<file path="src/logic/scope_cmd_pkg.sv">
// scope command processor shared definitions
// frame layout, opcodes, trigger types, acquisition state codes and trigger config

`default_nettype none

package scope_cmd_pkg;

	//------------------------------------------------------------
	// sizes
	//------------------------------------------------------------
	localparam int SAMPLE_W  = 12; // adc sample width
	localparam int CMD_BYTES = 8;  // bytes per command frame

	typedef logic signed [SAMPLE_W-1:0] sample_t; // two's complement adc sample

	//------------------------------------------------------------
	// opcodes, first byte of a frame
	//------------------------------------------------------------
	localparam logic [7:0] OP_RELEASE  = 8'd0; // release a finished event
	localparam logic [7:0] OP_ARM      = 8'd1; // set type and length, arm if idle
	localparam logic [7:0] OP_INFO     = 8'd2; // version or event count
	localparam logic [7:0] OP_TRIG_SET = 8'd8; // level, hysteresis, tot

	typedef enum logic [7:0] {
		TRIG_NONE = 8'd0, // immediate, no qualification
		TRIG_RISE = 8'd1, // rising edge threshold
		TRIG_FALL = 8'd2, // falling edge threshold
		TRIG_EXT  = 8'd3  // external trigger input
	} trig_type_e;

	// host software decodes these values, keep them fixed
	typedef enum logic [7:0] {
		ACQ_READY     = 8'd0,   // idle, waiting for arm
		ACQ_RISE_LOW  = 8'd1,   // waiting for sample below lower threshold
		ACQ_RISE_HIGH = 8'd2,   // counting samples above upper threshold
		ACQ_FALL_HIGH = 8'd3,   // waiting for sample above upper threshold
		ACQ_FALL_LOW  = 8'd4,   // counting samples below lower threshold
		ACQ_EXT_WAIT  = 8'd5,   // waiting for external trigger
		ACQ_POST      = 8'd250, // triggered, taking post-trigger samples
		ACQ_DONE      = 8'd251  // event complete, waiting for release
	} acq_state_e;

	//------------------------------------------------------------
	// argument views of frame bytes 1..7
	//------------------------------------------------------------
	typedef struct packed {
		trig_type_e trig_type;   // byte 1
		logic [7:0] rsvd1;       // byte 2
		logic [7:0] rsvd2;       // byte 3
		logic [7:0] post_len_lo; // byte 4
		logic [7:0] post_len_hi; // byte 5
		logic [15:0] pad;        // bytes 6..7
	} arm_args_t;

	typedef struct packed {
		logic [7:0]  level; // byte 1, threshold center in adc/16 units
		logic [7:0]  hyst;  // byte 2
		logic [7:0]  tot;   // byte 3, extra samples needed past threshold
		logic [31:0] pad;   // bytes 4..7
	} trig_set_args_t;

	typedef struct packed {
		logic [7:0]  sel; // byte 1, 0 version / 1 event count
		logic [47:0] pad; // bytes 2..7
	} info_args_t;

	typedef union packed {
		arm_args_t      arm;
		trig_set_args_t trig_set;
		info_args_t     info;
	} cmd_args_u;

	typedef struct packed {
		logic [7:0] opcode; // byte 0, first on the wire
		cmd_args_u  args;
	} cmd_frame_t;

	// settings handed to the acquisition engine on arm
	typedef struct packed {
		trig_type_e  trig_type;
		sample_t     lower;    // lower threshold
		sample_t     upper;    // upper threshold
		logic [7:0]  tot;      // time over threshold
		logic [15:0] post_len; // samples after trigger
	} trig_cfg_t;

endpackage

`default_nettype wire

</file>
<file path="src/logic/cmd_frame_rx.sv">
// command frame receiver
// packs 8 bytes of the input stream into one frame, flags it for one cycle

`timescale 1ns/10ps
`default_nettype none

module cmd_frame_rx (
	input  wire                       clk,
	input  wire                       rstn,
	input  wire                       i_rx_valid,
	input  wire  [7:0]                i_rx_data,
	output logic                      o_rx_ready,
	input  wire                       i_busy,      // executor still working on last frame
	output logic                      o_frame_vld,
	output scope_cmd_pkg::cmd_frame_t o_frame
);

	logic [2:0]  byte_cnt;  // bytes taken in current frame
	logic [63:0] shift_q;   // byte 0 ends up in the top byte
	logic        rx_fire;
	logic        last_byte;

	assign rx_fire   = i_rx_valid & o_rx_ready;
	assign last_byte = (byte_cnt == 3'(scope_cmd_pkg::CMD_BYTES - 1));

	// frame_vld marks a pending frame, executor raises busy from then on
	assign o_rx_ready = ~i_busy & ~o_frame_vld;
	assign o_frame    = scope_cmd_pkg::cmd_frame_t'(shift_q);

	always_ff @(posedge clk or negedge rstn) begin
		if (!rstn) begin
			byte_cnt    <= '0;
			o_frame_vld <= 1'b0;
		end else begin
			o_frame_vld <= rx_fire & last_byte; // one cycle after 8th byte
			if (rx_fire)
				byte_cnt <= byte_cnt + 3'd1; // wraps to 0 after byte 7
		end
	end

	always_ff @(posedge clk) begin
		if (rx_fire)
			shift_q <= {shift_q[55:0], i_rx_data};
	end

	// executor must hold busy while a frame is pending
	a_busy_with_frame: assert property (
		@(posedge clk) disable iff (!rstn)
		o_frame_vld |-> i_busy
	);

endmodule

`default_nettype wire

</file>
<file path="src/logic/cmd_exec.sv">
// command executor
// decodes frames, keeps trigger settings, arms/releases acquisition,
// returns one 32-bit response word per known command

`timescale 1ns/10ps
`default_nettype none

module cmd_exec #(
	parameter logic [31:0] FW_VERSION = 32'd0
) (
	input  wire                       clk,
	input  wire                       rstn,
	input  wire                       i_frame_vld,
	input  wire scope_cmd_pkg::cmd_frame_t i_frame,
	output logic                      o_busy,
	// response stream
	output logic                      o_tx_valid,
	output logic [31:0]               o_tx_data,
	input  wire                       i_tx_ready,
	// acquisition control
	output logic                      o_arm,
	output scope_cmd_pkg::trig_cfg_t  o_cfg,
	output logic                      o_release,
	input  wire scope_cmd_pkg::acq_state_e i_acq_state,
	input  wire [15:0]                i_event_count
);

	scope_cmd_pkg::cmd_args_u args;
	scope_cmd_pkg::sample_t   thr_lo;
	scope_cmd_pkg::sample_t   thr_hi;
	logic [11:0]              level_x;    // level widened to threshold width
	logic [11:0]              hyst_x;
	logic [31:0]              resp_word;
	logic                     resp_known; // opcode produces a response

	assign args    = i_frame.args;
	assign level_x = {4'd0, args.trig_set.level};
	assign hyst_x  = {4'd0, args.trig_set.hyst};

	// 16*(level -/+ hyst - 128) + 8, kept to 12 bits and read as signed
	assign thr_lo = ((level_x - hyst_x - 12'd128) << 4) + 12'd8;
	assign thr_hi = ((level_x + hyst_x - 12'd128) << 4) + 12'd8;

	// busy covers the frame_vld cycle and the whole response hold
	assign o_busy = i_frame_vld | o_tx_valid;

	//------------------------------------------------------------
	// response word
	//------------------------------------------------------------
	always_comb begin
		resp_word  = '0;
		resp_known = 1'b1;
		case (i_frame.opcode)
			scope_cmd_pkg::OP_RELEASE: resp_word = {24'd0, i_acq_state};
			scope_cmd_pkg::OP_ARM:     resp_word = {24'd0, i_acq_state}; // state before arming
			scope_cmd_pkg::OP_INFO: begin
				case (args.info.sel)
					8'd0:    resp_word = FW_VERSION;
					8'd1:    resp_word = {16'd0, i_event_count};
					default: resp_word = '0;
				endcase
			end
			scope_cmd_pkg::OP_TRIG_SET: resp_word = {24'd0, scope_cmd_pkg::OP_TRIG_SET}; // echo 8
			default: resp_known = 1'b0; // dropped silently
		endcase
	end

	//------------------------------------------------------------
	// control and settings
	//------------------------------------------------------------
	always_ff @(posedge clk or negedge rstn) begin
		if (!rstn) begin
			o_tx_valid <= 1'b0;
			o_arm      <= 1'b0;
			o_release  <= 1'b0;
			o_cfg      <= '0;
		end else begin
			o_arm     <= 1'b0; // pulses
			o_release <= 1'b0;
			if (o_tx_valid && i_tx_ready)
				o_tx_valid <= 1'b0; // word taken
			if (i_frame_vld) begin
				o_tx_valid <= resp_known;
				case (i_frame.opcode)
					scope_cmd_pkg::OP_TRIG_SET: begin
						o_cfg.lower <= thr_lo;
						o_cfg.upper <= thr_hi;
						o_cfg.tot   <= args.trig_set.tot;
					end
					scope_cmd_pkg::OP_ARM: begin
						o_cfg.trig_type <= args.arm.trig_type;
						o_cfg.post_len  <= {args.arm.post_len_hi, args.arm.post_len_lo};
						o_arm           <= (i_acq_state == scope_cmd_pkg::ACQ_READY); // only from idle
					end
					scope_cmd_pkg::OP_RELEASE: o_release <= 1'b1;
					default: ;
				endcase
			end
		end
	end

	// response payload, loaded with the valid flag
	always_ff @(posedge clk) begin
		if (i_frame_vld && resp_known)
			o_tx_data <= resp_word;
	end

	// held word must not change until the host takes it
	a_tx_hold: assert property (
		@(posedge clk) disable iff (!rstn)
		(o_tx_valid && !i_tx_ready) |=> (o_tx_valid && $stable(o_tx_data))
	);

endmodule

`default_nettype wire

</file>
<file path="src/logic/edge_trigger.sv">
// acquisition engine
// threshold trigger with time-over-threshold qualification, external and
// immediate trigger, post-trigger sample count and event counter

`timescale 1ns/10ps
`default_nettype none

module edge_trigger (
	input  wire                       clk,
	input  wire                       rstn,
	input  wire                       i_arm,
	input  wire scope_cmd_pkg::trig_cfg_t i_cfg,
	input  wire                       i_release,
	input  wire scope_cmd_pkg::sample_t   i_sample,
	input  wire                       i_sample_vld,
	input  wire                       i_ext_trig,   // level from other boards
	output logic                      o_trig_out,   // tell other boards
	output scope_cmd_pkg::acq_state_e o_acq_state,
	output logic [15:0]               o_event_count
);

	scope_cmd_pkg::trig_cfg_t cfg_q;    // settings captured on arm
	logic [7:0]               tot_cnt;  // samples past threshold so far
	logic [15:0]              post_cnt; // samples since trigger
	logic                     above;    // sample over upper threshold
	logic                     below;    // sample under lower threshold

	assign above = i_sample_vld && (i_sample > cfg_q.upper);
	assign below = i_sample_vld && (i_sample < cfg_q.lower);

	//------------------------------------------------------------
	// state machine
	//------------------------------------------------------------
	always_ff @(posedge clk or negedge rstn) begin
		if (!rstn) begin
			o_acq_state   <= scope_cmd_pkg::ACQ_READY;
			o_trig_out    <= 1'b0;
			o_event_count <= '0;
			tot_cnt       <= '0;
			post_cnt      <= '0;
		end else begin
			o_trig_out <= 1'b0; // single cycle
			case (o_acq_state)
				scope_cmd_pkg::ACQ_READY: begin
					tot_cnt  <= '0;
					post_cnt <= '0;
					if (i_arm) begin
						case (i_cfg.trig_type)
							scope_cmd_pkg::TRIG_RISE: o_acq_state <= scope_cmd_pkg::ACQ_RISE_LOW;
							scope_cmd_pkg::TRIG_FALL: o_acq_state <= scope_cmd_pkg::ACQ_FALL_HIGH;
							scope_cmd_pkg::TRIG_EXT:  o_acq_state <= scope_cmd_pkg::ACQ_EXT_WAIT;
							default:                  o_acq_state <= scope_cmd_pkg::ACQ_POST; // immediate
						endcase
					end
				end

				// rising edge
				scope_cmd_pkg::ACQ_RISE_LOW: begin
					if (below)
						o_acq_state <= scope_cmd_pkg::ACQ_RISE_HIGH; // was low, now look for high
				end
				scope_cmd_pkg::ACQ_RISE_HIGH: begin
					if (above) begin
						tot_cnt <= tot_cnt + 8'd1;
						if (tot_cnt >= cfg_q.tot) begin // tot+1 samples in a row
							o_trig_out  <= 1'b1;
							o_acq_state <= scope_cmd_pkg::ACQ_POST;
						end
					end else if (i_sample_vld) begin
						tot_cnt     <= '0; // dropped back, start over
						o_acq_state <= scope_cmd_pkg::ACQ_RISE_LOW;
					end
				end

				// falling edge, mirror of rising
				scope_cmd_pkg::ACQ_FALL_HIGH: begin
					if (above)
						o_acq_state <= scope_cmd_pkg::ACQ_FALL_LOW;
				end
				scope_cmd_pkg::ACQ_FALL_LOW: begin
					if (below) begin
						tot_cnt <= tot_cnt + 8'd1;
						if (tot_cnt >= cfg_q.tot) begin
							o_trig_out  <= 1'b1;
							o_acq_state <= scope_cmd_pkg::ACQ_POST;
						end
					end else if (i_sample_vld) begin
						tot_cnt     <= '0;
						o_acq_state <= scope_cmd_pkg::ACQ_FALL_HIGH;
					end
				end

				scope_cmd_pkg::ACQ_EXT_WAIT: begin
					if (i_ext_trig) begin
						o_trig_out  <= 1'b1;
						o_acq_state <= scope_cmd_pkg::ACQ_POST;
					end
				end

				// post-trigger samples, then the event is complete
				scope_cmd_pkg::ACQ_POST: begin
					if (post_cnt >= cfg_q.post_len) begin
						o_event_count <= o_event_count + 16'd1;
						o_acq_state   <= scope_cmd_pkg::ACQ_DONE;
					end else if (i_sample_vld) begin
						post_cnt <= post_cnt + 16'd1;
					end
				end

				scope_cmd_pkg::ACQ_DONE: begin
					if (i_release)
						o_acq_state <= scope_cmd_pkg::ACQ_READY; // host has the event
				end

				default: o_acq_state <= scope_cmd_pkg::ACQ_READY;
			endcase
		end
	end

	// settings stay fixed for the whole acquisition
	always_ff @(posedge clk) begin
		if (i_arm && o_acq_state == scope_cmd_pkg::ACQ_READY)
			cfg_q <= i_cfg;
	end

	// executor only arms after reading back an idle state
	a_arm_only_ready: assert property (
		@(posedge clk) disable iff (!rstn)
		i_arm |-> (o_acq_state == scope_cmd_pkg::ACQ_READY)
	);

endmodule

`default_nettype wire

</file>
<file path="src/logic/scope_cmd_top.sv">
// scope command processor top
// byte stream in, response words out, trigger engine on the adc sample stream

`timescale 1ns/10ps
`default_nettype none

module scope_cmd_top #(
	parameter logic [31:0] FW_VERSION = 32'd19
) (
	input  wire                     clk,
	input  wire                     rstn,
	// command bytes
	input  wire                     i_rx_valid,
	input  wire  [7:0]              i_rx_data,
	output logic                    o_rx_ready,
	// response words
	output logic                    o_tx_valid,
	output logic [31:0]             o_tx_data,
	input  wire                     i_tx_ready,
	// adc and trigger lines
	input  wire scope_cmd_pkg::sample_t i_sample,
	input  wire                     i_sample_vld,
	input  wire                     i_ext_trig,
	output logic                    o_trig_out
);

	logic                      frame_vld;
	scope_cmd_pkg::cmd_frame_t frame;
	logic                      busy;
	logic                      arm;
	logic                      acq_release;
	scope_cmd_pkg::trig_cfg_t  cfg;
	scope_cmd_pkg::acq_state_e acq_state;
	logic [15:0]               event_count;

	cmd_frame_rx u_rx (
		.clk         (clk),
		.rstn        (rstn),
		.i_rx_valid  (i_rx_valid),
		.i_rx_data   (i_rx_data),
		.o_rx_ready  (o_rx_ready),
		.i_busy      (busy),
		.o_frame_vld (frame_vld),
		.o_frame     (frame)
	);

	cmd_exec #(
		.FW_VERSION (FW_VERSION)
	) u_exec (
		.clk           (clk),
		.rstn          (rstn),
		.i_frame_vld   (frame_vld),
		.i_frame       (frame),
		.o_busy        (busy),
		.o_tx_valid    (o_tx_valid),
		.o_tx_data     (o_tx_data),
		.i_tx_ready    (i_tx_ready),
		.o_arm         (arm),
		.o_cfg         (cfg),
		.o_release     (acq_release),
		.i_acq_state   (acq_state),
		.i_event_count (event_count)
	);

	edge_trigger u_trig (
		.clk           (clk),
		.rstn          (rstn),
		.i_arm         (arm),
		.i_cfg         (cfg),
		.i_release     (acq_release),
		.i_sample      (i_sample),
		.i_sample_vld  (i_sample_vld),
		.i_ext_trig    (i_ext_trig),
		.o_trig_out    (o_trig_out),
		.o_acq_state   (acq_state),
		.o_event_count (event_count)
	);

endmodule

`default_nettype wire

</file>
<file path="config.mk">
export PLATFORM = sky130hd
export DESIGN_NAME = scope_cmd_top
export DESIGN_NICKNAME = d
export VERILOG_FILES = /design/src/logic/scope_cmd_pkg.sv /design/src/logic/cmd_frame_rx.sv /design/src/logic/cmd_exec.sv /design/src/logic/edge_trigger.sv /design/src/logic/scope_cmd_top.sv
export SDC_FILE = /design/constraint.sdc
export NUM_CORES = 1
export LEC_CHECK = 0
export BUFFER_PORTS_ARGS = -buffer_cell sky130_fd_sc_hd__buf_2
export CAP_MARGIN = 20
export CORE_UTILIZATION = 50
export DETAILED_ROUTE_END_ITERATION = 10
export GPL_ROUTABILITY_DRIVEN = 1
export PLACE_DENSITY_LB_ADDON = 0.1
export RECOVER_POWER = 100
export SYNTH_ARGS = -nofsm -noshare
export SYNTH_HDL_FRONTEND = slang
export SYNTH_SLANG_ARGS = --single-unit
</file>
<file path="constraint.sdc">
create_clock -name clk -period 4.3 [get_ports clk]
set_clock_uncertainty 0.05 [all_clocks]
set_input_delay 0.215 -clock clk [delete_from_list [all_inputs] [get_ports clk]]
set_output_delay 0.215 -clock clk [all_outputs]
set_load 0.02 [all_outputs]
</file>
==> flow_summary.ini, run 1 <==
[power_and_ir_drop]
total_power_w = 0.00524
total_leakage_power_nw = 5.09
peak_supply_drop_mv = 0.274
ratio_of_total_power_to_cell_area_mw_per_mm2 = 454

[synthesis]
ys_seq_elements = 224
synth_enable_flop_cells = 120
yosys_most_used_dff = edfxtp_1
post-synth-top-area-cell = edfxtp_1
leading_cell_types_by_count_after_synthesis = edfxtp_1, dfrtp_1, nand2_1, ha_1, inv_1
netlist_top_cells_area = edfxtp_1, dfrtp_1, ha_1
synthArstFlopShare = 0.464
synth.distinct_cells = 59
synthesis.area_sq_mm = 0.0102
dominant_cell_by_count_in_the_synthesized_netlist = edfxtp_1
per_instance_average_area_after_synthesis_sq_um = 12.3
syn-instance-count = 829
yosysTopAreaCellShare = 0.352
yosys_warnings = 0
seq_area_frac_synth = 0.606

[drt]
vias = 6193
drc = 0
wl_per_cell_microns = 16.0
mean_number_of_vias_per_cell = 5.25
route.antenna.remaining_nets = 0
drt_iter0_markers = 342
firstDrtPassIters = 4
routed_wirelength_microns = 18900

[sta]
final.setup.tns_ps = 0
drv_slew = 99
final.period_utilization = 0.818
time_the_final_worst_path_needs_with_i_o_delays_and_setup_ps = 3520
max_slew_margin = -0.198
timing_hold_violations_final = 0
grt_setup_unrepaired = no
max_slew.worst_pin.slew_ps = 1800
final.setup.worst_slack_ps = 782
max_freq_mhz = 284
hold-worst-slack_ps = 75.9
setup_viol = 0

[final_layout]
synthToLayoutAreaGrowth_pct = 12.8
post_layout_nonfiller_instances = 1180
num-fill-cells = 1639
final-seq-area_sq_mm = 0.00621
multi_input_comb_area_sq_mm = 0.00361
fraction_of_final_layout_cells_sized_beyond_drive_strength_1 = 0.106
finish.net_count = 996
antenna_diode_instance_count = 0

[die]
std_cell_rows = 51
fp.dieH_microns = 145
floorplan.initialDensity = 0.517
top_level_ports = 61
die_span_in_x_microns = 145
core-area_sq_mm = 0.0198
design.die.area_sq_mm = 0.0210

[critical_path]
cp_slowest_cell = o311ai_0
timing.critical_path.from_type = flop
critical_path_class = flop to flop
crit-reg2reg-capture = u_trig.o_acq_state[3]
r2r_slack_ps = 780
cp-startpoint = u_trig.cfg_q[27]
worst_endpoint_data_arrival_time_ps = 3860
timing.critical_path.to_type = flop
worst-r2r-cell-count = 8
critical_path_required_ps = 4640
worst_path_dominant_cell_family = compound AO/OA/AOI/OAI gates
worst_path_largest_cell_delay_ps = 730
regToRegStartpoint = u_trig.cfg_q[27]
critPathMaxFanout = 16
cp.buffers_inverters = 1
path_cells = ha_1 > or4b_1 > o311ai_0 > nor2_1 > a32oi_1 > clkbuf_1 > o21ai_0 > o32a_1

[worst_hold_path]
worst_hold_path.num_cells = 3
min_delay_worst_endpoint = u_exec.o_tx_valid
hp-start = i_tx_ready
worst_hold_path_type = input pin to flop

[clocking]
ctsLongestPathBuffers = 3
cts-resized-gates = 0
cts_root_buffer = clkbuf_16
number_of_levels_in_the_clock_h_tree = 1
tritoncts = built
clkSlewWorstSetupHoldPaths_ps = 60
cts.sinks = 224
clk_latency_ps = 510
number_of_buffers_created_by_cts = 24

[run]
max_cap_viol_count = 2

[global_routing]
via_count_of_the_first_global_routing_pass = 6294
grt_first_pass_wirelength_microns = 31800
grt-ovfl-total = 0
grt.total_usage = 0.186
grt_start_max_net_pins = 69
number_of_antenna_violations_at_the_first_check_in_global_routing = 0

[run_status]
failed_checks = capacitance limit, slew limit
outcome = complete, but fails checks

[placed_design]
dp_hpwl_microns = 13300
dp_worst_setup_slack_ps = 1280
placed_cells = 1123
portBuffers = 44
gpl.final_weighted_congestion = 0.880
## metal layers
metal  vias up  wire (microns)  global-route usage
met5         -               0                   0
met4         0             248              0.0421
met3        22             735              0.0299
met2       119            9140               0.310
met1      3015            8810               0.255
li1       3037               -                   -
## power breakdown
part	total, W	switching, W	internal (W)
clock network	0.00204	0.000818	0.00122
logic	0.000611	0.000347	0.000264
registers	0.00259	0.000143	0.00245
total	0.00524	0.00131	0.00393
## cells by family after synthesis
kind of cell               count (synthesis)  synth area share
other                                      1          0.000366
xor gates and xnor gates                  42            0.0359
DFF                                      224             0.606
and+or+nand+nor                          225             0.107
AOI/OAI and AO/OA                        129            0.0807
buffers and inverters                    105            0.0457
adders and majority gates                 75            0.0927
muxes                                     28            0.0307
## area by class of cell
class                      count  share of cell area
tap                          265              0.0287
inverter                      66              0.0215
timing repair buffer          66              0.0310
sequential                   224               0.538
multi-input combinational    515               0.312
clock buffer                  32              0.0581
clock inverter                12              0.0107
## stage by stage
step,instance area [sq um],utilization
6_report,11500,0.584
5_1_grt,11500,0.584
4_1_cts,11600,0.588
3_5_place_dp,10700,0.542
3_3_place_gp,10700,0.540
2_1_floorplan,10300,-
## worst max path at each step
stage,endpoint,slack (ps),cells after the start
2_1_floorplan,u_rx.byte_cnt[1],800,4
3_3_place_gp,u_trig.o_acq_state[5],1310,8
3_5_place_dp,u_trig.o_acq_state[3],1280,8
4_1_cts,u_trig.o_acq_state[3],1260,8
5_1_grt,u_trig.o_acq_state[3],590,8
6_report,u_trig.o_acq_state[3],780,8
## cell usage in the layout (no fill, tap or decap), types with 3 or more instances in the layout
cell           netlist  routed
a211oi_1             7       7
a21o_1              17      17
a21oi_1             30      30
a22o_1               6       6
and2_0               0       8
and2_1              14       6
and3_1              16      16
buf_2                4      24
clkbuf_1            16      30
clkbuf_16            0      24
clkbuf_2             1       3
clkbuf_8             0       4
clkinv_2             0       5
conb_1               1      16
dfrtp_1            104     104
dlygate4sd3_1        0      11
edfxtp_1           120     120
ha_1                71      71
inv_1               66      66
mux2_2              27      27
nand2_1             87      87
nand2b_1             8       8
nand3_1             11      11
nand4_1             12      12
nor2_1              40      40
nor3_1              11      11
nor3b_1              6       6
nor4_1               3       3
o211ai_1             6       6
o21ai_0             41      42
o32a_1               6       6
or3_1                4       5
or4_1                2       3
xnor2_1             29      29
xor2_1              13      13
## what timing repair did
item,CTS,global route
hold buffers,11,0
endpoints found under the hold margin,77,0
setup buffers,0,0
## state kept, by name (all words and copies together) (netlist names), 3 cells and up
name,cells
u_rx.o_frame,64
u_exec.o_cfg,48
u_trig.cfg_q,40
u_exec.o_tx_data,16
u_trig.o_event_count,16
u_trig.post_cnt,16
u_trig.o_acq_state,8
u_trig.tot_cnt,8
u_rx.byte_cnt,3
## worst reg2reg max path, cell delays in order (launching register included)
cell and delay, ps:
edfxtp_1 360, ha_1 280, or4b_1 430, o311ai_0 730, nor2_1 130, a32oi_1 210
clkbuf_1 480, o21ai_0 350, o32a_1 370
Power figures use the tool's default switching activity.
==> run 2, diff against run 1 <==
- clock period: 4.3 -> 3.63 ns (I/O delays scaled with it)
==> flow_summary.ini, run 2 (synthesized netlist as in run 1, its figures left out) <==
[drt]
mean_number_of_vias_per_cell = 5.25
wl_per_cell_microns = 15.8
drt_iter0_markers = 344
vias = 6196
route.antenna.remaining_nets = 0
drc = 0
routed_wirelength_microns = 18600
firstDrtPassIters = 4

[final_layout]
antenna_diode_instance_count = 0
finish.net_count = 997
final_common_cell = edfxtp_1
post_layout_nonfiller_instances = 1180
synthToLayoutAreaGrowth_pct = 12.6
mostFrequentLayoutCells = edfxtp_1, dfrtp_1, nand2_1
largest_register_ffs = 64
final_design_area_no_fill_sq_mm = 0.0115
num-fill-cells = 1630
fraction_of_final_layout_cells_sized_beyond_drive_strength_1 = 0.102

[die]
top_level_ports = 61
fp.dieH_microns = 145
core-area_sq_mm = 0.0198
design.die.area_sq_mm = 0.0210
floorplan.initialDensity = 0.517
std_cell_rows = 51
die_span_in_x_microns = 145

[sta]
timing_hold_violations_final = 0
final.setup.tns_ps = 0
max_freq_mhz = 325
max_slew.worst_pin.slew_ps = 1810
drv_slew = 70
final.setup.worst_slack_ps = 549
setup_viol = 0
time_the_final_worst_path_needs_with_i_o_delays_and_setup_ps = 3080
max_slew_margin = -0.204
final.period_utilization = 0.849
grt_setup_unrepaired = no

[global_routing]
grt_start_max_net_pins = 70
grt-ovfl-total = 0
number_of_antenna_violations_at_the_first_check_in_global_routing = 0
grt.total_usage = 0.182
via_count_of_the_first_global_routing_pass = 6191
grt_first_pass_wirelength_microns = 31200

[power_and_ir_drop]
ratio_of_total_power_to_cell_area_mw_per_mm2 = 533
total_power_w = 0.00614
peak_supply_drop_mv = 0.301
total_leakage_power_nw = 5.08

[clocking]
ctsLongestPathBuffers = 3
clkSlewWorstSetupHoldPaths_ps = 60
number_of_levels_in_the_clock_h_tree = 1
number_of_buffers_created_by_cts = 23
cts_root_buffer = clkbuf_16
tritoncts = built
clk_latency_ps = 520
cts.sinks = 224

[critical_path]
timing.critical_path.from_type = flop
critPathMaxFanout = 24
critical_path_required_ps = 3720
cp-startpoint = u_trig.o_acq_state[5]
timing.critical_path.to_type = flop
critical_path_class = flop to flop
worst_endpoint_data_arrival_time_ps = 3170
regToRegStartpoint = u_trig.o_acq_state[5]

[placed_design]
placed_cells = 1127
gpl.final_weighted_congestion = 0.902
dp_hpwl_microns = 13100
dpl-instance-area_sq_mm = 0.0107
dp_worst_setup_slack_ps = 675
portBuffers = 44

[run_status]
outcome = complete, but fails checks
failed_checks = capacitance limit, slew limit

[worst_hold_path]
worst_hold_path_type = input pin to flop
hp-start = i_tx_ready

[run]
max_cap_viol_count = 1
[run 2: worst paths after layout]
check,to,slack [ps],cells past startpoint
max,u_trig.cfg_q[35],550,6
min,u_exec.o_tx_valid,30,3
max reg2reg,u_trig.cfg_q[35],550,6
min reg2reg,u_rx.o_frame[20],370,0
max in group asynchronous,u_exec.o_cfg[34],1190,3
min in group asynchronous,u_trig.tot_cnt[6],630,2
[run 2: repair_timing]
action | 4_1_cts | 5_1_grt
endpoints found under the hold margin | 77 | 0
gates resized for setup | 0 | 0
hold buffers | 11 | 0
setup buffers | 0 | 0
endpoints found under the setup margin | 0 | 0
[run 2: critical path, stage by stage, from the launching register on]
cell and delay [ps]:
dfrtp_1 390, or4_1 600, or3_1 480, nor3_1 200, buf_4 260, and2_0 190, clkbuf_2 520
[run 2: layer usage]
metal / up-vias / global-route usage / share of wire
li1: 3029 / - / -
met1: 3020 / 0.250 / 0.46
met2: 119 / 0.305 / 0.48
met3: 28 / 0.0264 / 0.040
met4: 0 / 0.0453 / 0.019
met5: - / 0 / 0
[run 2: through the flow]
stage               hold WS [ps]  utilization
floorplan                   -164            -
global placement             307        0.542
detailed placement           310        0.542
CTS                         28.9        0.586
global route                60.0        0.582
finish                      34.9        0.582
[run 2: area by class of cell]
cell class / count / area, sq um / share of cell area
sequential: 224 / 6210 / 0.539
clock inverter: 6 / 96.3 / 0.00836
multi-input combinational: 515 / 3610 / 0.313
inverter: 66 / 248 / 0.0215
clock buffer: 36 / 654 / 0.0568
tap: 265 / 332 / 0.0288
timing repair buffer: 68 / 374 / 0.0325
[run 2: report_power, final]
part           switching (W)  internal [W]
Clock               0.000952       0.00139
Sequential          0.000171       0.00290
Combinational       0.000409      0.000315
==> run 3, diff against run 2 <==
- ABC_AREA: default -> 1
- clock period: 3.63 -> 2.7 ns (I/O delays scaled with it)
==> flow_summary.ini, run 3 <==
[run_status]
outcome = complete, but fails checks
failed_checks = capacitance limit, slew limit

[critical_path]
path_cells = inv_1 > nand2_1 > inv_1 > nand2_1 > inv_1 > o31ai_1 > inv_1 > clkbuf_2
cp_slowest_cell = o31ai_1
worst_path_dominant_cell_family = buffers and inverters
worst_path_most_repeated_cell = inv_1
critical_path_class = flop to flop
worst_endpoint_data_arrival_time_ps = 2570
critPathMaxFanout = 16
cp.buffers_inverters = 5
timing.critical_path.to_type = flop
timing.critical_path.from_type = flop
critical_path_required_ps = 2850
worst_path_largest_cell_delay_ps = 640

[placed_design]
dp_hpwl_microns = 15200
placed_cells = 1340
portBuffers = 44
dp_worst_setup_slack_ps = 392
gpl.final_weighted_congestion = 0.915

[global_routing]
via_count_of_the_first_global_routing_pass = 6859
grt.total_usage = 0.201
grt-ovfl-total = 0
grt_first_pass_wirelength_microns = 34800
number_of_antenna_violations_at_the_first_check_in_global_routing = 0
grt_start_max_net_pins = 70

[sta]
max_slew.worst_pin.slew_ps = 1840
final.setup.worst_slack_ps = 283
max_freq_mhz = 414
final.setup.tns_ps = 0
max_slew_margin = -0.225
setup_viol = 0
timing_hold_violations_final = 0
drv_slew = 96
time_the_final_worst_path_needs_with_i_o_delays_and_setup_ps = 2420
grt_setup_unrepaired = no
final.period_utilization = 0.895

[clocking]
clkSlewWorstSetupHoldPaths_ps = 70
cts.sinks = 224
number_of_levels_in_the_clock_h_tree = 1
clk_latency_ps = 540
tritoncts = built
cts_root_buffer = clkbuf_16
number_of_buffers_created_by_cts = 25
ctsLongestPathBuffers = 3

[run]
max_cap_viol_count = 2

[synthesis]
yosysTopAreaCellShare = 0.330
yosys_warnings = 0
netlist_top_cells_area = edfxtp_1, dfrtp_1, ha_1
synthArstFlopShare = 0.464
leading_cell_types_by_count_after_synthesis = nand2_1, inv_1, edfxtp_1, dfrtp_1, nor2_1
post-synth-top-area-cell = edfxtp_1
yosys_most_used_dff = edfxtp_1
synth.distinct_cells = 46
seq_area_frac_synth = 0.568
dominant_cell_by_count_in_the_synthesized_netlist = nand2_1
ys_seq_elements = 224
per_instance_average_area_after_synthesis_sq_um = 10.7
syn-instance-count = 1024
synthesis.area_sq_mm = 0.0109
synth_enable_flop_cells = 120

[final_layout]
multi_input_comb_area_sq_mm = 0.00396
mostFrequentLayoutCells = nand2_1, inv_1, edfxtp_1
final-seq-area_sq_mm = 0.00621
antenna_diode_instance_count = 0
final_common_cell = nand2_1
post_layout_nonfiller_instances = 1399
largest_register_ffs = 64
final_core_util = 0.580
synthToLayoutAreaGrowth_pct = 12.8
finish.net_count = 1204
num-fill-cells = 1852
fraction_of_final_layout_cells_sized_beyond_drive_strength_1 = 0.112

[power_and_ir_drop]
seq_power_share = 0.448
netSwitchingFraction = 0.276
pwr-share-comb = 0.152
p_int_w = 0.00642
clockPowerShare = 0.400
total_power_w = 0.00887
total_leakage_power_nw = 5.60
ratio_of_total_power_to_cell_area_mw_per_mm2 = 720
peak_supply_drop_mv = 0.534
p_switching_w = 0.00245

[drt]
wl_per_cell_microns = 15.2
vias = 6992
route.antenna.remaining_nets = 0
drc = 0
mean_number_of_vias_per_cell = 5.00
routed_wirelength_microns = 21200
drt_iter0_markers = 297
firstDrtPassIters = 5

[die]
floorplan.initialDensity = 0.514
core-area_sq_mm = 0.0212
fp.dieH_microns = 150
die_span_in_x_microns = 150
design.die.area_sq_mm = 0.0224
std_cell_rows = 53
top_level_ports = 61

[worst_hold_path]
worst_hold_path_type = input pin to flop
-- run 3: power by group through the flow --
| stage | Combinational, W | Sequential, W | Clock, W |
|---|---|---|---|
| 2_1_floorplan | 0.00113 | 0.00399 | 0 |
| 3_3_place_gp | 0.00141 | 0.00404 | 0 |
| 3_5_place_dp | 0.00141 | 0.00405 | 0 |
| 4_1_cts | 0.00144 | 0.00398 | 0.00363 |
| 5_1_grt | 0.00155 | 0.00400 | 0.00374 |
| 6_report | 0.00134 | 0.00398 | 0.00355 |
-- run 3: worst paths after layout --
| path | start | to | slack (ps) | cells past startpoint |
|---|---|---|---|---|
| max reg2reg | u_rx.o_frame[58] | u_exec.o_tx_data[15] | 280 | 8 |
| min | i_sample_vld | u_trig.tot_cnt[7] | 50 | 4 |
| min in group asynchronous | rstn | u_exec.o_cfg[5] | 680 | 3 |
| min reg2reg | u_rx.o_frame[8] | u_rx.o_frame[16] | 370 | 0 |
| max | u_rx.o_frame[58] | u_exec.o_tx_data[15] | 280 | 8 |
| max in group asynchronous | rstn | u_trig.tot_cnt[6] | 670 | 3 |
-- run 3: final cells by class --
cell class                      count  area share
Clock buffer                       31      0.0543
Multi-Input combinational cell    642       0.321
Inverter                          143      0.0437
Sequential cell                   224       0.504
Tap cell                          275      0.0279
Timing Repair Buffer               69      0.0326
Clock inverter                     15      0.0160
-- run 3: through the flow --
step                      cell area (sq um)  hold WS (ps)
after floorplan                       11000          -211
after CTS                             12500          21.6
after global routing                  12300          80.1
after detailed placement              11500         -57.4
after global placement                11500         -56.4
final                                 12300          47.1
-- run 3: kinds of logic after synthesis --
group,Yosys count,synth area share
muxes,32,0.0330
and+or+nand+nor,388,0.159
DFF,224,0.568
AOI/OAI and AO/OA,95,0.0548
xor gates and xnor gates,38,0.0305
buffers and inverters,173,0.0690
adders and majority gates,73,0.0850
other,1,0.000344
-- run 3: worst reg2reg max path, cell delays in order, from the launching register on --
cell      delay [ps]
edfxtp_1         370
inv_1             70
nand2_1           90
inv_1             70
nand2_1          250
inv_1            120
o31ai_1          640
inv_1             90
clkbuf_2         330
-- run 3: repair_timing --
action	in CTS	in global routing
setup buffers	0	0
resized for setup	0	0
hold buffers	13	0
hold endpoints to repair	118	0
-- run 3: layer usage --
metal | vias to the layer above | global-route usage | share of wire
met4 | 0 | 0.0495 | 0.020
met3 | 31 | 0.0290 | 0.036
met1 | 3274 | 0.266 | 0.45
li1 | 3552 | - | -
met2 | 135 | 0.347 | 0.49
met5 | - | 0 | 0
